$ cat config.mk
export PLATFORM = sky130hd
export DESIGN_NAME = otp_lci_top
export DESIGN_NICKNAME = d
export VERILOG_FILES = /design/src/hdl/otp_macro_pkg.sv /design/src/hdl/lc_tx_pkg.sv /design/src/hdl/lci_word_count.sv /design/src/hdl/otp_lci.sv /design/src/hdl/otp_macro_model.sv /design/src/hdl/otp_lci_top.sv
export VERILOG_INCLUDE_DIRS = /design/src /design/src/hdl
export SDC_FILE = /design/constraint.sdc
export NUM_CORES = 1
export LEC_CHECK = 0
export BUFFER_PORTS_ARGS = -buffer_cell sky130_fd_sc_hd__buf_2
export CAP_MARGIN = 20
export CORE_AREA = 5 5 162 164
export DETAILED_ROUTE_END_ITERATION = 16
export DIE_AREA = 0 0 167 169
export PLACE_DENSITY_LB_ADDON = 0.2
export SYNTH_ARGS = -nofsm -noshare
export SYNTH_HDL_FRONTEND = slang
export SYNTH_SLANG_ARGS = --single-unit
$ cat constraint.sdc
create_clock -name clk_i -period 3.4 [get_ports clk_i]
set_input_delay 1.02 -clock clk_i [delete_from_list [all_inputs] [get_ports clk_i]]
set_output_delay 1.02 -clock clk_i [all_outputs]
set_load 0.1 [all_outputs]
$ cat src/hdl/otp_cfg.svh
/*
  Sizes and timing shared by the OTP life cycle interface and the macro model.
  Include this header in any module that needs word widths, counts or latency.
*/
`ifndef OTP_CFG_SVH
`define OTP_CFG_SVH

// Native OTP word width in bits
`define OTP_WIDTH 16

// Native words that make up the life cycle state vector
`define LC_WORDS 8

// Width of the full life cycle vector
`define LC_DATA_WIDTH (`OTP_WIDTH * `LC_WORDS)

// Width of the word counter
`define LC_CNT_WIDTH $clog2(`LC_WORDS)

// Word address width, the array holds 2**6 words
`define OTP_ADDR_WIDTH 6

// Word address of the first life cycle word
`define LC_OFFSET 40

// Cycles from grant to response valid
`define MACRO_LATENCY 2

`endif

$ cat src/hdl/otp_macro_pkg.sv
/*
  Command and error codes of the OTP macro port.
  Shared by the life cycle interface, the macro model and the testbench.
*/
package otp_macro_pkg;

  ////////////////////////////////////////
  // Macro commands
  ////////////////////////////////////////

  // One bit is enough, only read and program exist
  typedef enum logic {
    Read  = 1'b0,
    Write = 1'b1
  } cmd_e;

  ////////////////////////////////////////
  // Error codes
  ////////////////////////////////////////

  // Reported by the macro with each response
  // and latched by the interface as its own error state
  typedef enum logic [1:0] {
    // Operation completed cleanly
    NoError              = 2'd0,
    // Write tried to clear an already programmed bit
    MacroWriteBlankError = 2'd1,
    // FSM glitch, escalation or counter mismatch
    FsmStateError        = 2'd2
  } err_e;

  // Value 2'd3 is not used and reads as an error
  // if it ever shows up on a port

endpackage

$ cat src/hdl/lc_tx_pkg.sv
/*
  Multi-bit life cycle signal type with its On and Off values.
  Consumers decode it with the loose test so any corruption counts as On.
*/
package lc_tx_pkg;

  // Four bits so a single flipped bit cannot turn Off into On
  typedef logic [3:0] lc_tx_t;

  // Complementary patterns that sit far apart in Hamming distance
  localparam lc_tx_t LcTxOn  = 4'b0101;
  localparam lc_tx_t LcTxOff = 4'b1010;

  ////////////////////////////////////////
  // Decoding
  ////////////////////////////////////////

  // Anything except the exact Off pattern decodes as true
  // Used where a false positive is the safe direction
  function automatic logic lc_tx_test_true_loose(lc_tx_t val);
    logic is_true;
    is_true = (val != LcTxOff);
    return is_true;
  endfunction

endpackage

$ cat src/hdl/lci_word_count.sv
/*
  Redundant word counter for the life cycle interface.
  An up count and a down shadow move together and flag any disagreement.
*/
`timescale 1ns/10ps
`include "otp_cfg.svh"

module lci_word_count (
  input  logic                       clk_i,
  input  logic                       rst_ni,
  // Restart from word zero
  input  logic                       clr_i,
  // Advance to the next word
  input  logic                       incr_i,
  output logic [`LC_CNT_WIDTH-1:0]   cnt_o,
  // High while the two counters disagree
  output logic                       err_o
);

  localparam int CntWidth = `LC_CNT_WIDTH;

  logic [CntWidth-1:0] up_q;
  logic [CntWidth-1:0] dn_q;
  logic [CntWidth-1:0] sum;

  ////////////////////////////////////////
  // Counter pair
  ////////////////////////////////////////

  // Up count starts at zero, the shadow at all ones
  always_ff @(posedge clk_i or negedge rst_ni) begin
    if (!rst_ni) begin
      up_q <= '0;
      dn_q <= '1;
    end else if (clr_i) begin
      up_q <= '0;
      dn_q <= '1;
    end else if (incr_i) begin
      up_q <= up_q + CntWidth'(1);
      dn_q <= dn_q - CntWidth'(1);
    end
  end

  ////////////////////////////////////////
  // Consistency check
  ////////////////////////////////////////

  // Up plus down always wraps to all ones
  // A glitch on either register breaks the sum
  assign sum   = up_q + dn_q;
  assign err_o = (sum != {CntWidth{1'b1}});

  // Only the up count drives the address
  assign cnt_o = up_q;

endmodule

$ cat src/hdl/otp_lci.sv
/*
  Life cycle interface of the OTP controller.
  Burns the life cycle vector word by word and locks up on any fault.
*/
`timescale 1ns/10ps
`include "otp_cfg.svh"

module otp_lci (
  input  logic                        clk_i,
  input  logic                        rst_ni,
  input  logic                        lci_en_i,
  // Multi-bit escalation, forces the terminal state
  input  lc_tx_pkg::lc_tx_t           escalate_en_i,
  // Level request and full vector from the life cycle controller
  input  logic                        lc_req_i,
  input  logic [`LC_DATA_WIDTH-1:0]   lc_data_i,
  output logic                        lc_ack_o,
  output logic                        lc_err_o,
  output otp_macro_pkg::err_e         error_o,
  output logic                        fsm_err_o,
  output logic                        lci_prog_idle_o,
  // Macro request side
  output logic                        otp_req_o,
  output otp_macro_pkg::cmd_e         otp_cmd_o,
  output logic [`OTP_ADDR_WIDTH-1:0]  otp_addr_o,
  output logic [`OTP_WIDTH-1:0]       otp_wdata_o,
  // Macro response side
  input  logic                        otp_gnt_i,
  input  logic                        otp_rvalid_i,
  input  otp_macro_pkg::err_e         otp_err_i
);

  import otp_macro_pkg::*;
  import lc_tx_pkg::*;

  localparam int CntWidth = `LC_CNT_WIDTH;
  localparam logic [CntWidth-1:0] LastWord = CntWidth'(`LC_WORDS - 1);
  localparam logic [`OTP_ADDR_WIDTH-1:0] LcBase = `OTP_ADDR_WIDTH'(`LC_OFFSET);

  // Sparse encoding, minimum Hamming distance 5 between states
  typedef enum logic [8:0] {
    ResetSt     = 9'b000101011,
    IdleSt      = 9'b110011110,
    WriteSt     = 9'b101010001,
    WriteWaitSt = 9'b010000000,
    ErrorSt     = 9'b011111101
  } state_e;

  state_e state_d, state_q;
  err_e error_d, error_q;
  logic cnt_clr, cnt_incr, cnt_err;
  logic [CntWidth-1:0] cnt;
  logic [`LC_WORDS-1:0][`OTP_WIDTH-1:0] lc_words;

  ////////////////////////////////////////
  // Programming FSM
  ////////////////////////////////////////

  always_comb begin
    state_d         = state_q;
    error_d         = error_q;
    cnt_clr         = 1'b0;
    cnt_incr        = 1'b0;
    lci_prog_idle_o = 1'b1;
    otp_req_o       = 1'b0;
    otp_cmd_o       = Read;
    lc_ack_o        = 1'b0;
    lc_err_o        = 1'b0;
    fsm_err_o       = 1'b0;

    case (state_q)
      // Hold off until the interface is enabled
      ResetSt: begin
        lci_prog_idle_o = 1'b0;
        if (lci_en_i) begin
          state_d = IdleSt;
        end
      end
      // Wait for a transition request, start from word zero
      IdleSt: begin
        if (lc_req_i) begin
          state_d = WriteSt;
          cnt_clr = 1'b1;
        end
      end
      // Request held until the macro grants it
      WriteSt: begin
        lci_prog_idle_o = 1'b0;
        otp_req_o       = 1'b1;
        otp_cmd_o       = Write;
        if (otp_gnt_i) begin
          state_d = WriteWaitSt;
        end
      end
      // Wait for the response of the current word
      WriteWaitSt: begin
        lci_prog_idle_o = 1'b0;
        if (otp_rvalid_i) begin
          // Keep the error code but carry on with the remaining words
          if (otp_err_i != NoError) begin
            error_d = otp_err_i;
          end
          if (cnt == LastWord) begin
            lc_ack_o = 1'b1;
            state_d  = IdleSt;
            // Any failed word makes the whole transition fail
            if (error_d != NoError) begin
              lc_err_o = 1'b1;
              state_d  = ErrorSt;
            end
          end else begin
            cnt_incr = 1'b1;
            state_d  = WriteSt;
          end
        end
      end
      // Terminal state, never left until reset
      ErrorSt: begin
        if (error_q == NoError) begin
          error_d = FsmStateError;
        end
      end
      // Glitched encoding
      default: begin
        state_d   = ErrorSt;
        fsm_err_o = 1'b1;
      end
    endcase

    // Escalation or counter mismatch overrides whatever the FSM decided
    if (lc_tx_test_true_loose(escalate_en_i) || cnt_err) begin
      state_d   = ErrorSt;
      fsm_err_o = 1'b1;
      if (error_q == NoError) begin
        error_d = FsmStateError;
      end
    end
  end

  always_ff @(posedge clk_i or negedge rst_ni) begin
    if (!rst_ni) begin
      state_q <= ResetSt;
      error_q <= NoError;
    end else begin
      state_q <= state_d;
      error_q <= error_d;
    end
  end

  assign error_o = error_q;

  ////////////////////////////////////////
  // Word counter and data path
  ////////////////////////////////////////

  lci_word_count u_word_count (
    .clk_i  (clk_i),
    .rst_ni (rst_ni),
    .clr_i  (cnt_clr),
    .incr_i (cnt_incr),
    .cnt_o  (cnt),
    .err_o  (cnt_err)
  );

  // Word address inside the life cycle partition
  assign otp_addr_o = LcBase + `OTP_ADDR_WIDTH'(cnt);

  // Current slice of the vector, zero when not requesting
  assign lc_words    = lc_data_i;
  assign otp_wdata_o = otp_req_o ? lc_words[cnt] : '0;

endmodule

$ cat src/hdl/otp_macro_model.sv
/*
  Behavioral single-port OTP macro with fixed response latency.
  Writes can only set bits, clearing a programmed bit reports an error.
*/
`timescale 1ns/10ps
`include "otp_cfg.svh"

module otp_macro_model (
  input  logic                        clk_i,
  input  logic                        rst_ni,
  input  logic                        req_i,
  input  otp_macro_pkg::cmd_e         cmd_i,
  input  logic [`OTP_ADDR_WIDTH-1:0]  addr_i,
  input  logic [`OTP_WIDTH-1:0]       wdata_i,
  output logic                        gnt_o,
  output logic                        rvalid_o,
  output otp_macro_pkg::err_e         err_o
);

  import otp_macro_pkg::*;

  localparam int Depth   = 1 << `OTP_ADDR_WIDTH;
  localparam int Latency = `MACRO_LATENCY;

  logic [`OTP_WIDTH-1:0] mem_q [Depth];
  logic [Latency-1:0]    vld_q;
  err_e                  err_q [Latency];
  logic                  busy;
  logic                  blank_err;
  err_e                  rsp_err;

  ////////////////////////////////////////
  // Grant and blank check
  ////////////////////////////////////////

  // One operation in flight at a time
  assign busy  = |vld_q;
  assign gnt_o = req_i & ~busy;

  // Old ones where the new word has zeros cannot be undone
  assign blank_err = (cmd_i == Write) && (|(mem_q[addr_i] & ~wdata_i));
  assign rsp_err   = blank_err ? MacroWriteBlankError : NoError;

  ////////////////////////////////////////
  // Fuse array
  ////////////////////////////////////////

  // Blank array after reset, programming ORs into the stored word
  always_ff @(posedge clk_i or negedge rst_ni) begin
    if (!rst_ni) begin
      for (int i = 0; i < Depth; i++) begin
        mem_q[i] <= '0;
      end
    end else if (gnt_o && (cmd_i == Write)) begin
      mem_q[addr_i] <= mem_q[addr_i] | wdata_i;
    end
  end

  ////////////////////////////////////////
  // Response pipeline
  ////////////////////////////////////////

  // Valid and error code travel together through the latency stages
  always_ff @(posedge clk_i or negedge rst_ni) begin
    if (!rst_ni) begin
      for (int i = 0; i < Latency; i++) begin
        vld_q[i] <= 1'b0;
        err_q[i] <= NoError;
      end
    end else begin
      vld_q[0] <= gnt_o;
      err_q[0] <= gnt_o ? rsp_err : NoError;
      for (int i = 1; i < Latency; i++) begin
        vld_q[i] <= vld_q[i-1];
        err_q[i] <= err_q[i-1];
      end
    end
  end

  // Last stage is the registered response
  assign rvalid_o = vld_q[Latency-1];
  assign err_o    = err_q[Latency-1];

endmodule

$ cat src/hdl/otp_lci_top.sv
/*
  Life cycle interface wired to the OTP macro model.
  Only the life cycle controller side is visible at this level.
*/
`timescale 1ns/10ps
`include "otp_cfg.svh"

module otp_lci_top (
  input  logic                       clk_i,
  input  logic                       rst_ni,
  input  logic                       lci_en_i,
  input  lc_tx_pkg::lc_tx_t          escalate_en_i,
  input  logic                       lc_req_i,
  input  logic [`LC_DATA_WIDTH-1:0]  lc_data_i,
  output logic                       lc_ack_o,
  output logic                       lc_err_o,
  output otp_macro_pkg::err_e        error_o,
  output logic                       fsm_err_o,
  output logic                       lci_prog_idle_o
);

  import otp_macro_pkg::*;

  // Macro port between the interface and the array
  logic                       otp_req;
  cmd_e                       otp_cmd;
  logic [`OTP_ADDR_WIDTH-1:0] otp_addr;
  logic [`OTP_WIDTH-1:0]      otp_wdata;
  logic                       otp_gnt;
  logic                       otp_rvalid;
  err_e                       otp_err;

  otp_lci u_lci (
    .clk_i           (clk_i),
    .rst_ni          (rst_ni),
    .lci_en_i        (lci_en_i),
    .escalate_en_i   (escalate_en_i),
    .lc_req_i        (lc_req_i),
    .lc_data_i       (lc_data_i),
    .lc_ack_o        (lc_ack_o),
    .lc_err_o        (lc_err_o),
    .error_o         (error_o),
    .fsm_err_o       (fsm_err_o),
    .lci_prog_idle_o (lci_prog_idle_o),
    .otp_req_o       (otp_req),
    .otp_cmd_o       (otp_cmd),
    .otp_addr_o      (otp_addr),
    .otp_wdata_o     (otp_wdata),
    .otp_gnt_i       (otp_gnt),
    .otp_rvalid_i    (otp_rvalid),
    .otp_err_i       (otp_err)
  );

  otp_macro_model u_macro (
    .clk_i    (clk_i),
    .rst_ni   (rst_ni),
    .req_i    (otp_req),
    .cmd_i    (otp_cmd),
    .addr_i   (otp_addr),
    .wdata_i  (otp_wdata),
    .gnt_o    (otp_gnt),
    .rvalid_o (otp_rvalid),
    .err_o    (otp_err)
  );

endmodule

==> run_summary.xml <==
<?xml version="1.0" encoding="UTF-8"?>
<metrics>
  <group name="cts">
    <metric name="postCtsHoldBufs" unit="">0</metric>
    <metric name="root_buffer" unit="">sky130_fd_sc_hd__clkbuf_16</metric>
    <metric name="setup_bufs_post_cts" unit="">0</metric>
    <metric name="clock_latency" unit="ns">0.43</metric>
    <metric name="cts_sinks" unit="">149</metric>
    <metric name="clock_path_buffers" unit="">2</metric>
    <metric name="clock_buffer_count_from_cts" unit="">17</metric>
    <metric name="clk_pin_slew_worst_paths" unit="ns">0.06</metric>
    <metric name="clock_tree_from_tritoncts" unit="">yes</metric>
    <metric name="cts-htree-levels" unit="">4</metric>
    <metric name="postCtsResizedCells" unit="">2</metric>
  </group>
  <group name="critical_path">
    <metric name="cp_num_buf_inv" unit="">3</metric>
    <metric name="crit_family" unit="">flip-flops</metric>
    <metric name="slowest_delay" unit="ns">0.55</metric>
    <metric name="critPathMaxFanout" unit="">7</metric>
    <metric name="required" unit="ns">2.38</metric>
    <metric name="data_arrival_time_of_the_critical_path" unit="ns">2.45</metric>
    <metric name="crit_path_end_kind" unit="">primary output</metric>
    <metric name="cp_cell_sequence" unit="">ha_1 -&gt; inv_1 -&gt; fa_2 -&gt; xnor2_2 -&gt; xnor2_1 -&gt; nor4_4 -&gt; buf_4 -&gt; a21oi_4 -&gt; buf_12</metric>
    <metric name="start_kind" unit="">flop</metric>
    <metric name="critPathKind" unit="">flop to primary output</metric>
    <metric name="cp_slowest_cell" unit="">sky130_fd_sc_hd__dfstp_2</metric>
  </group>
  <group name="logic_synthesis">
    <metric name="synth_edf_count" unit="">0</metric>
    <metric name="synth_top_cells_by_area" unit="">sky130_fd_sc_hd__dfrtp_1 42%, sky130_fd_sc_hd__mux2_2 15%, sky130_fd_sc_hd__mux4_2 4.0%, sky130_fd_sc_hd__mux2i_1 3.6%, sky130_fd_sc_hd__mux4_1 3.4%</metric>
    <metric name="ys_warn_count" unit="">0</metric>
    <metric name="synth_area" unit="um2">8422</metric>
    <metric name="flip_flop_and_latch_count_after_synthesis" unit="">149</metric>
    <metric name="synth.distinct_cells" unit="">76</metric>
    <metric name="syn_inst_count" unit="">717</metric>
    <metric name="post_synth.cell_area_avg" unit="um2">11.75</metric>
    <metric name="syn-num-nets" unit="">858</metric>
    <metric name="area_leader_netlist" unit="">sky130_fd_sc_hd__dfrtp_1</metric>
    <metric name="postSynth.topFlopCell" unit="">sky130_fd_sc_hd__dfrtp_1</metric>
    <metric name="synth-seq-area-share" unit="%">44.38</metric>
    <metric name="ys_async_sr_fraction" unit="%">100.0</metric>
    <metric name="yosys.area.top_type_share" unit="%">42.19</metric>
  </group>
  <group name="drt">
    <metric name="finalWirelength" unit="um">24140</metric>
    <metric name="detailroute.wirelength.met3" unit="um">1118</metric>
    <metric name="maxUsedRoutingLayer" unit="">met4</metric>
    <metric name="detail_route.vias_per_cell" unit="">5.238</metric>
    <metric name="routedLengthMet1" unit="um">11070</metric>
    <metric name="detailroute.via_count" unit="">6349</metric>
    <metric name="detail_route.iter0.violations" unit="">396</metric>
    <metric name="first_pass_detailed_route_iteration_total" unit="">5</metric>
    <metric name="antenna_violating_nets_post_route" unit="">0</metric>
    <metric name="met2_wirelength" unit="um">11530</metric>
    <metric name="route.detailed.drc" unit="">0</metric>
    <metric name="post_drt_wl_per_cell" unit="um">19.91</metric>
  </group>
  <group name="final_layout">
    <metric name="num_antenna_cells" unit="">0</metric>
    <metric name="layout_common_cells" unit="">139 x sky130_fd_sc_hd__dfrtp_1, 137 x sky130_fd_sc_hd__buf_2, 114 x sky130_fd_sc_hd__mux2_2, 58 x sky130_fd_sc_hd__nor2_1, 38 x sky130_fd_sc_hd__buf_4</metric>
    <metric name="finalNonFillerCells" unit="">1212</metric>
    <metric name="layout-drive-gt1-share" unit="%">43.20</metric>
    <metric name="register_area" unit="um2">3744</metric>
    <metric name="final_nets" unit="">1011</metric>
    <metric name="post-route-util" unit="%">42.05</metric>
    <metric name="layout_commonest_cell" unit="">sky130_fd_sc_hd__dfrtp_1</metric>
    <metric name="fillerInstances" unit="">2394</metric>
    <metric name="area_growth_syn_to_layout" unit="%">23.55</metric>
    <metric name="multi_input_area" unit="um2">4330</metric>
  </group>
  <group name="floorplan">
    <metric name="fp.dieArea" unit="um2">28220</metric>
    <metric name="die_x" unit="um">167</metric>
    <metric name="fp.dieH" unit="um">169</metric>
    <metric name="boundaryPins" unit="">142</metric>
    <metric name="start_util" unit="%">34.03</metric>
    <metric name="placementRows" unit="">58</metric>
    <metric name="design.core.area" unit="um2">24750</metric>
  </group>
  <group name="sta">
    <metric name="max-slew-margin-rel" unit="%">47.05</metric>
    <metric name="fin_worst_hold_slack" unit="ns">0.3746</metric>
    <metric name="final.setup_skew" unit="ns">0.006853</metric>
    <metric name="setup_repair_after_global_routing_missed_its_margin" unit="">true</metric>
    <metric name="hold_viol" unit="">0</metric>
    <metric name="timing.final.setup_violations" unit="">1</metric>
    <metric name="max_slew.worst_pin.slew" unit="ns">0.7742</metric>
    <metric name="worst_slack" unit="ns">-0.06821</metric>
    <metric name="slew_viol_final" unit="">0</metric>
    <metric name="layout_worst_path_cycle_share" unit="%">102.0</metric>
    <metric name="fmax" unit="MHz">288.3</metric>
    <metric name="finalCriticalPeriod" unit="ns">3.468</metric>
    <metric name="total_negative_setup_slack" unit="ns">-0.06821</metric>
  </group>
  <group name="placement">
    <metric name="finalWeightedCongestion" unit="">0.8505</metric>
    <metric name="placed_instances" unit="">1181</metric>
    <metric name="port_buffer_count" unit="">141</metric>
    <metric name="dp.final_hpwl" unit="um">17130</metric>
    <metric name="dp_slack" unit="ns">0.2994</metric>
  </group>
  <group name="global_routing">
    <metric name="grt_pass1_wl" unit="um">37650</metric>
    <metric name="number_of_antenna_violations_at_the_first_check_in_global_routing" unit="">0</metric>
    <metric name="globalRouteOverflowTotal" unit="">0</metric>
    <metric name="grt_max_degree" unit="">62</metric>
    <metric name="groute.usage.overall" unit="%">17.04</metric>
    <metric name="first_global_vias" unit="">6419</metric>
  </group>
  <group name="status">
    <metric name="status" unit="">finished, violations left</metric>
    <metric name="violations" unit="">negative setup slack</metric>
  </group>
  <group name="power">
    <metric name="vdd.ir_drop.worst" unit="mV">0.2858</metric>
    <metric name="power.leakage" unit="uW">0.004860</metric>
    <metric name="power_density" unit="nW/um2">395.6</metric>
  </group>
  <group name="worst_hold_path">
    <metric name="hold_path.class" unit="">flop to flop</metric>
  </group>
  <group name="run">
    <metric name="max_cap_viol" unit="">0</metric>
  </group>
</metrics>
[power by group]
group	leakage (uW)	internal, uW	switching [uW]	total [uW]
Sequential	0.00182	1770	0	1770
Combinational	0.00271	83.3	71.8	155
Clock	0.000329	1440	752	2190
[cells by family after synthesis]
family	Yosys count	share of synthesized area, %
compound gates	127	10.59
xor+xnor	5	0.5200
fa+ha+maj	5	0.8320
buf+inv	69	5.022
flops	149	44.38
mux	173	26.65
simple gates	189	12.00
[Yosys cell counts (4+ instances only)]
| cell type | instances |
|---|---|
| sky130_fd_sc_hd__inv_1 | 18 |
| sky130_fd_sc_hd__dfstp_2 | 7 |
| sky130_fd_sc_hd__o22ai_1 | 21 |
| sky130_fd_sc_hd__buf_2 | 22 |
| sky130_fd_sc_hd__buf_12 | 4 |
| sky130_fd_sc_hd__o221ai_1 | 6 |
| sky130_fd_sc_hd__xnor2_1 | 4 |
| sky130_fd_sc_hd__nand3_1 | 9 |
| sky130_fd_sc_hd__clkbuf_1 | 10 |
| sky130_fd_sc_hd__a21oi_1 | 29 |
| sky130_fd_sc_hd__nand2b_1 | 13 |
| sky130_fd_sc_hd__a211oi_1 | 4 |
| sky130_fd_sc_hd__nor3_1 | 6 |
| sky130_fd_sc_hd__buf_4 | 6 |
| sky130_fd_sc_hd__ha_1 | 4 |
| sky130_fd_sc_hd__a2111oi_0 | 5 |
| sky130_fd_sc_hd__and3_1 | 5 |
| sky130_fd_sc_hd__mux4_2 | 15 |
| sky130_fd_sc_hd__nor2b_1 | 10 |
| sky130_fd_sc_hd__mux2i_1 | 30 |
| sky130_fd_sc_hd__a31oi_1 | 21 |
| sky130_fd_sc_hd__mux4_1 | 11 |
| sky130_fd_sc_hd__nand2_1 | 36 |
| sky130_fd_sc_hd__nor2_1 | 63 |
| sky130_fd_sc_hd__nand4_1 | 10 |
| sky130_fd_sc_hd__buf_6 | 6 |
| sky130_fd_sc_hd__o21ai_0 | 9 |
| sky130_fd_sc_hd__mux2_2 | 114 |
| sky130_fd_sc_hd__dfrtp_1 | 142 |
[sequential cells by signal, indices dropped and copies added (netlist names)]
signal / cells
u_lci.error_o: 2
u_lci.state_q: 9
u_lci.u_word_count.cnt_o: 3
u_lci.u_word_count.dn_q: 3
u_macro.err_o: 1
u_macro.err_q: 1
u_macro.mem_q: 128
u_macro.vld_q: 2
[metal layers]
| metal | vias to the layer above | global-route usage (%) |
|---|---|---|
| met5 | - | 0 |
| met4 | 0 | 4.696 |
| met3 | 23 | 3.410 |
| met2 | 173 | 27.79 |
| met1 | 3157 | 23.25 |
| li1 | 2996 | - |
[through the flow]
step | area, um2 | total power [uW]
2_1_floorplan | 8454 | 1839
3_3_place_gp | 9699 | 1963
3_5_place_dp | 9699 | 1964
4_1_cts | 10400 | 4166
5_1_grt | 10410 | 4256
6_report | 10410 | 4116
[cell type report]
type	count	share of cell area, %
sequential	149	35.98
timing repair buffer	185	11.17
tap	330	3.968
multi-input combinational	499	41.62
inverter	18	0.6493
clock buffer	20	4.485
clock inverter	11	2.128
[final timing paths]
path,end,startpoint,slack [ns],cells after the start
worst max-delay path,fsm_err_o,u_lci.u_word_count.dn_q[0],-0.07,9
worst min-delay path,u_macro.vld_q[1],u_macro.vld_q[0],0.37,0
worst min register to register,u_macro.vld_q[1],u_macro.vld_q[0],0.37,0
max in group asynchronous,u_macro.mem_q[354],rst_ni,2.16,2
min in group asynchronous,u_lci.error_o[1],rst_ni,0.53,1
worst max register to register,u_macro.err_q[2],u_lci.u_word_count.cnt_o[0],0.36,8
(Power assumes the default switching activity.)
